--- config.mk ---
export PLATFORM = sky130hd
export DESIGN_NAME = bus_memory_top
export DESIGN_NICKNAME = d
export VERILOG_FILES = /design/src/rtl/bus_pkg.sv /design/src/rtl/por_timer.sv /design/src/rtl/bus_cycle_fsm.sv /design/src/rtl/register_ram.sv /design/src/rtl/bus_memory_top.sv
export SDC_FILE = /design/constraint.sdc
export NUM_CORES = 1
export LEC_CHECK = 0
export BUFFER_PORTS_ARGS = -buffer_cell sky130_fd_sc_hd__buf_2
export CORE_UTILIZATION = 45
export DETAILED_ROUTE_END_ITERATION = 10
export HOLD_SLACK_MARGIN = 0.03
export MAX_ROUTING_LAYER = met4
export PLACE_DENSITY_LB_ADDON = 0.05
export REMOVE_ABC_BUFFERS = 1
export SLEW_MARGIN = 20
export SYNTH_ARGS = -nofsm -noshare
export SYNTH_HDL_FRONTEND = slang
export SYNTH_SLANG_ARGS = --single-unit
--- constraint.sdc ---
create_clock -name clock50 -period 2.3 [get_ports clock50]
set_input_delay 0 -clock clock50 [delete_from_list [all_inputs] [get_ports clock50]]
set_output_delay 0 -clock clock50 [all_outputs]
set_load 0.02 [all_outputs]
--- src/rtl/bus_pkg.sv ---
// widths, sizes, bus phase enum
// status and write request structs
package bus_pkg;

	// host bus is 7 bits, one word per address
	localparam int bus_width = 7;
	localparam int ram_depth = 2 ** bus_width; // 128 words, full address space

	// core reset stretch after reset50 drops
	localparam int por_cycles = 8;

	typedef logic [bus_width-1:0] bus_word_t; // data word
	typedef logic [bus_width-1:0] bus_addr_t; // memory address

	// bus state machine phases
	// one phase per winning strobe, idle when nothing is up
	typedef enum logic [1:0] {
		phase_idle  = 2'd0,
		phase_addr  = 2'd1, // ale won
		phase_write = 2'd2, // write won
		phase_read  = 2'd3  // read won
	} bus_phase_e;

	// status bits as they go to the leds, msb first
	typedef struct packed {
		logic ack;        // ale or write taken last edge
		logic valid;      // read word on read_data
		logic read_mode;
		logic write_mode;
		logic ale_mode;
	} bus_status_t;

	// write request toward the memory
	// addr doubles as the read address
	typedef struct packed {
		logic      en;
		bus_addr_t addr;
		bus_word_t data;
	} ram_write_t;

endpackage

--- src/rtl/por_timer.sv ---
// power-on timer
// stretches reset50 into the core reset
`timescale 1ns/1ps

module por_timer
	import bus_pkg::*;
(
	input  logic clock50,
	input  logic reset50,
	output logic core_reset
);

	logic [3:0] count; // big enough for por_cycles

	// restart on reset50, count only while core held
	always_ff @(posedge clock50) begin
		if (reset50) begin
			core_reset <= 1'b1;
			count <= '0;
		end else if (core_reset) begin
			count <= count + 4'd1;
			// release on the edge the count reaches por_cycles
			if (count == 4'(por_cycles - 1)) begin
				core_reset <= 1'b0;
			end
		end
	end

	// once released the core stays out of reset
	// until the host pulls reset50 again
	a_reset_source: assert property (
		@(posedge clock50)
		$rose(core_reset) |-> $past(reset50)
	) else $error("core reset rose without reset50");

	// hold length seen from the outside
	a_hold_length: assert property (
		@(posedge clock50)
		$fell(reset50) |-> core_reset [*por_cycles]
	) else $error("core reset released early");

endmodule

--- src/rtl/bus_cycle_fsm.sv ---
// bus cycle state machine
// strobe priority, address and data latch, read capture, ack and valid
`timescale 1ns/1ps

module bus_cycle_fsm
	import bus_pkg::*;
(
	input  logic        clock50,
	input  logic        core_reset,
	input  bus_word_t   bus_in,
	input  logic        ale,
	input  logic        write,
	input  logic        read,
	input  bus_word_t   rd_word,   // registered memory output
	output ram_write_t  ram_wr,
	output bus_addr_t   rd_addr,
	output bus_word_t   read_data,
	output bus_status_t status
);

	bus_phase_e phase;      // phase taken at the last edge
	bus_phase_e phase_next; // strobe winning this cycle
	ram_write_t wr_q;       // address reg, data reg, write enable
	bus_word_t  read_q;     // word handed back to the host
	logic       ack_q;
	logic       valid_q;

	// only one strobe per cycle
	// ale over write over read
	always_comb begin
		phase_next = phase_idle;
		if (ale) begin
			phase_next = phase_addr;
		end else if (write) begin
			phase_next = phase_write;
		end else if (read) begin
			phase_next = phase_read;
		end
	end

	// state follows the winner, back to idle with no strobe
	always_ff @(posedge clock50) begin
		if (core_reset) begin
			phase <= phase_idle; // strobes ignored while held
		end else begin
			phase <= phase_next;
		end
	end

	// address and write data registers
	// enable is high for the cycle after a sampled write
	always_ff @(posedge clock50) begin
		if (core_reset) begin
			wr_q <= '0;
		end else begin
			wr_q.en <= (phase_next == phase_write);
			if (phase_next == phase_addr) begin
				wr_q.addr <= bus_in; // address phase
			end
			if (phase_next == phase_write) begin
				wr_q.data <= bus_in; // stored one edge later
			end
		end
	end

	// pulses and read capture
	// a strobe held for n cycles gives n pulses
	always_ff @(posedge clock50) begin
		if (core_reset) begin
			ack_q <= 1'b0;
			valid_q <= 1'b0;
			read_q <= '0;
		end else begin
			ack_q <= (phase_next == phase_addr) || (phase_next == phase_write);
			valid_q <= (phase_next == phase_read);
			if (phase_next == phase_read) begin
				read_q <= rd_word; // memory output from the edge before
			end
		end
	end

	assign ram_wr = wr_q;
	assign rd_addr = wr_q.addr; // memory reads the latched address every edge
	assign read_data = read_q;

	// status levels straight from the phase
	always_comb begin
		status.ack = ack_q;
		status.valid = valid_q;
		status.read_mode = (phase == phase_read);
		status.write_mode = (phase == phase_write);
		status.ale_mode = (phase == phase_addr);
	end

	// one answer per strobe
	a_ack_valid_excl: assert property (
		@(posedge clock50) disable iff (core_reset)
		!(status.ack && status.valid)
	) else $error("ack and valid high together");

	// write request only after a write that beat ale
	a_write_phase: assert property (
		@(posedge clock50) disable iff (core_reset)
		ram_wr.en |-> (phase == phase_write) && $past(write && !ale)
	) else $error("write enable outside write phase");

endmodule

--- src/rtl/register_ram.sv ---
// register memory, 128 words of 7 bits
// one write port, registered read port
`timescale 1ns/1ps

module register_ram
	import bus_pkg::*;
(
	input  logic       clock50,
	input  logic       core_reset,
	input  ram_write_t ram_wr,
	input  bus_addr_t  rd_addr,
	output bus_word_t  rd_word
);

	// contents survive reset, only the read reg clears
	bus_word_t mem [ram_depth];

	// write port
	always_ff @(posedge clock50) begin
		if (ram_wr.en) begin
			mem[ram_wr.addr] <= ram_wr.data;
		end
	end

	// read port, read before write on the same address
	// so a fresh word shows up one edge after the store
	always_ff @(posedge clock50) begin
		if (core_reset) begin
			rd_word <= '0;
		end else begin
			rd_word <= mem[rd_addr];
		end
	end

	// an unknown address would corrupt an unknown word
	a_wr_addr_known: assert property (
		@(posedge clock50) disable iff (core_reset)
		ram_wr.en |-> !$isunknown(ram_wr.addr)
	) else $error("write with unknown address");

endmodule

--- src/rtl/bus_memory_top.sv ---
// bus memory top: power-on timer, bus state machine, memory
// led status vector
`timescale 1ns/1ps

module bus_memory_top
	import bus_pkg::*;
(
	input  logic       clock50,
	input  logic       reset50,
	input  bus_word_t  bus_in,
	input  logic       ale,
	input  logic       write,
	input  logic       read,
	output bus_word_t  read_data,
	output logic       ack,
	output logic       valid,
	output logic [7:0] leds
);

	logic        core_reset; // stretched reset for fsm and memory
	ram_write_t  ram_wr;
	bus_addr_t   rd_addr;
	bus_word_t   rd_word;
	bus_status_t status;

	por_timer por_i (
		.clock50    (clock50),
		.reset50    (reset50),
		.core_reset (core_reset)
	);

	bus_cycle_fsm fsm_i (
		.clock50    (clock50),
		.core_reset (core_reset),
		.bus_in     (bus_in),
		.ale        (ale),
		.write      (write),
		.read       (read),
		.rd_word    (rd_word),
		.ram_wr     (ram_wr),
		.rd_addr    (rd_addr),
		.read_data  (read_data),
		.status     (status)
	);

	register_ram ram_i (
		.clock50    (clock50),
		.core_reset (core_reset),
		.ram_wr     (ram_wr),
		.rd_addr    (rd_addr),
		.rd_word    (rd_word)
	);

	assign ack = status.ack;
	assign valid = status.valid;

	// 7 ack, 6 valid, 5..3 read/write/ale mode, 0 core reset
	assign leds = {status.ack, status.valid, status.read_mode, status.write_mode,
		status.ale_mode, 2'b00, core_reset};

endmodule

==> impl_metrics.py <==
metrics = {
    "route": {
        "drt-pass1-iter-count": 5,
        "wire_per_inst_um": 25.9,
        "vias": 20473,
        "drc": 0,
        "vias_per_cell": 5.57,
        "antenna_left": 0,
        "drt_wl_total_um": 95100,
        "drtIter0Drc": 1628,
    },
    "worst_setup_path": {
        "crit_buf_inv": 4,
        "required_ns": 2.83,
        "crit_chain": "buf_6 > clkbuf_16 > buf_16 > buf_16 > mux2i_4 > o22ai_2 > o21ai_2 > a41oi_2 > o41a_1",
        "critical-path-slowest-cell": "dfxtp_4",
        "critPathKind": "reg2reg",
        "setup.worst_path.end_class": "flop",
        "critPathMaxStageDelay_ns": 0.43,
        "cp-start-kind": "flop",
        "cpLargestDelayFamily": "compound AO/OA/AOI/OAI gates",
        "crit_fanout": 14,
        "cp_common_cell": "buf_16",
        "arrival_ns": 2.90,
    },
    "cts": {
        "clock_sinks": 934,
        "clockBufferDepth": 3,
        "cts_buffers": 98,
        "cts_tree": "done",
        "cts_root_buffer": "clkbuf_16",
        "clkTransAtPathRegs_ns": 0.06,
        "clock_latency_ns": 0.64,
        "ctsHtreeMaxLevel": 3,
    },
    "yosys": {
        "yosysWarnings": 0,
        "synthFlopType": "edfxtp_1",
        "ys_ff_latch": 934,
        "yosysSeqAreaShare": 0.761,
        "syn_area_per_cell_sq_um": 17.0,
        "ys_types": 30,
        "syn_area_sq_mm": 0.0364,
        "synth_edf_count": 896,
        "async_reset_ff_frac": 0,
        "synthCells": 2143,
    },
    "power_and_ir_drop": {
        "clockPowerShare": 0.457,
        "power.density_mw_per_mm2": 759,
        "swShare": 0.190,
        "switchingPower_mw": 6.47,
        "ir_drop_uv": 570,
        "comb_power_share": 0.005,
        "seq_power_share": 0.538,
        "intPower_mw": 27.7,
        "static-leakage-power_nw": 12.9,
    },
    "sta": {
        "period_needed_ns": 2.37,
        "rsz0062_at_grt": "true",
        "max_slew_margin": 0.556,
        "clock_skew_ns": 0.0184,
        "final_max_slew_viol_count": 0,
        "fin_hold_ws_ns": 0.107,
        "setup_slack_ns": -0.0705,
        "setup_viol": 7,
        "worstMarginPinSlew_ns": 0.665,
        "hold_violations": 0,
        "fmax_mhz": 422,
        "period_share": 1.03,
    },
    "placement": {
        "dp_hpwl_um": 59300,
        "port_buffers": 26,
        "post-place-ws_ns": -0.517,
        "place.gp.congestion": 0.877,
    },
    "worst_hold_path": {
        "hold_class": "in2reg",
    },
    "final_layout": {
        "seq_area_sq_mm": 0.0277,
        "final_common_cell": "edfxtp_1",
        "nFillCells": 6198,
        "layout_common_cells": "edfxtp_1 (896), mux2i_1 (441), buf_4 (320)",
        "drive_gt1_frac": 0.253,
        "fin_nets": 2557,
        "multi_input_area_sq_mm": 0.00853,
        "area_growth_pct": 23.7,
    },
    "global_routing": {
        "grt_pass1_vias": 20388,
        "grt_overflow": 0,
        "grt.total_usage": 0.236,
        "grt_max_degree": 93,
        "antenna_found_initial": 2,
        "grt_pass1_wl_um": 137000,
    },
    "floorplanning": {
        "fp-row-count": 103,
        "initial_core_util": 0.457,
        "die_h_um": 286,
        "io_pins": 29,
        "coreArea_sq_mm": 0.0795,
        "die_w_um": 286,
        "die-area_sq_mm": 0.0820,
    },
    "flow_run": {
        "cap_violations": 0,
    },
    "outcome": {
        "outcome": "complete, but fails checks",
        "violations": "negative setup slack",
    },
}
## power by group through the flow
| stage | Sequential (mW) | Clock, mW | Combinational (mW) |
|---|---|---|---|
| finish | 18.4 | 15.6 | 0.180 |
| detailed placement | 18.7 | 0 | 0.150 |
| global placement | 18.7 | 0 | 0.148 |
| CTS | 18.4 | 15.9 | 0.172 |
| global route | 18.3 | 16.5 | 0.190 |
| floorplan | 18.7 | 0 | 0.0976 |
## final cells by class
cell class | count | share of cell area
Multi-Input combinational cell | 1066 | 0.190
Inverter | 4 | 0.000334
Antenna cell | 1 | 0.0000556
Timing Repair Buffer | 437 | 0.0942
Tap cell | 1050 | 0.0292
Clock buffer | 124 | 0.0578
Clock inverter | 57 | 0.0130
Sequential cell | 934 | 0.616
## worst register-to-register path, stage by stage, from the launching register on
cell	delay, ns
dfxtp_4	0.43
buf_6	0.15
clkbuf_16	0.18
buf_16	0.16
buf_16	0.18
mux2i_4	0.29
o22ai_2	0.10
o21ai_2	0.28
a41oi_2	0.17
o41a_1	0.33
## kinds of logic after synthesis
kind of cell               after synthesis  synth area share
other                                    1          0.000103
xor gates and xnor gates                 3          0.000723
AOI/OAI and AO/OA                      373            0.0631
muxes                                  470             0.129
DFF                                    934             0.761
adders and majority gates                4           0.00138
and+or+nand+nor                        214            0.0246
buffers and inverters                  144            0.0199
## per-layer routing
metal	vias up	routed length [um]	share of wire	global-route usage
met5	-	0	0	-
met2	505	44700	0.47	0.364
met1	10514	43800	0.46	0.335
met4	0	2040	0.022	0.0616
met3	133	4540	0.048	0.0279
li1	9321	-	-	-
## Yosys cell counts (all sizes together), types with 4 or more instances
cell / instances / area (sq um)
o41a: 7 / 78.8
nor2b: 11 / 68.8
nand2: 20 / 82.6
edfxtp: 896 / 26900
buf: 99 / 553
ha: 4 / 50.1
dfxtp: 38 / 761
nand2b: 5 / 31.3
o21ai: 113 / 566
nand3: 10 / 50.1
a41oi: 28 / 245
inv: 4 / 15.0
nor2: 149 / 559
mux2i: 470 / 4700
nor3: 12 / 60.1
clkbuf: 41 / 154
o22ai: 224 / 1400
## worst paths after layout
| check | start | to | slack [ns] | cells past startpoint |
|---|---|---|---|---|
| setup reg to reg | fsm_i.rd_addr[0] | ram_i.rd_word[0] | -0.07 | 9 |
| setup / recovery | fsm_i.rd_addr[0] | ram_i.rd_word[0] | -0.07 | 9 |
| hold reg to reg | ram_i.rd_word[2] | fsm_i.read_data[2] | 0.48 | 2 |
| hold / removal | reset50 | por_i.count[1] | 0.11 | 3 |
## through the flow
step | std cells | setup TNS [ns] | util | power, mW | cell area (sq um)
global placement | 3440 | -2.44 | 0.508 | 18.9 | 40400
finish | 3673 | -0.301 | 0.566 | 34.1 | 45000
detailed placement | 3440 | -2.57 | 0.508 | 18.9 | 40400
CTS | 3639 | -0.598 | 0.553 | 34.4 | 44000
global route | 3672 | -0.783 | 0.566 | 35.1 | 45000
floorplan | 2004 | - | - | 18.8 | 35700
## state kept, by name (all words and copies together) (netlist names)
name	count
fsm_i.ram_wr	8
fsm_i.rd_addr	7
fsm_i.read_data	7
fsm_i.phase	2
fsm_i.valid_q	1
ram_i.rd_word	7
por_i.core_reset	1
ram_i.mem	896
por_i.count	4
fsm_i.ack_q	1
## what timing repair did
action / CTS / global route
hold buffers: 12 / 0
endpoints found under the hold margin: 21 / 0
pin swaps: 2 / 30
gates cloned: 4 / 12
resized for setup: 54 / 146
endpoints found under the setup margin: 14 / 94
setup buffers: 2 / 22
Power figures use the tool's default switching activity.
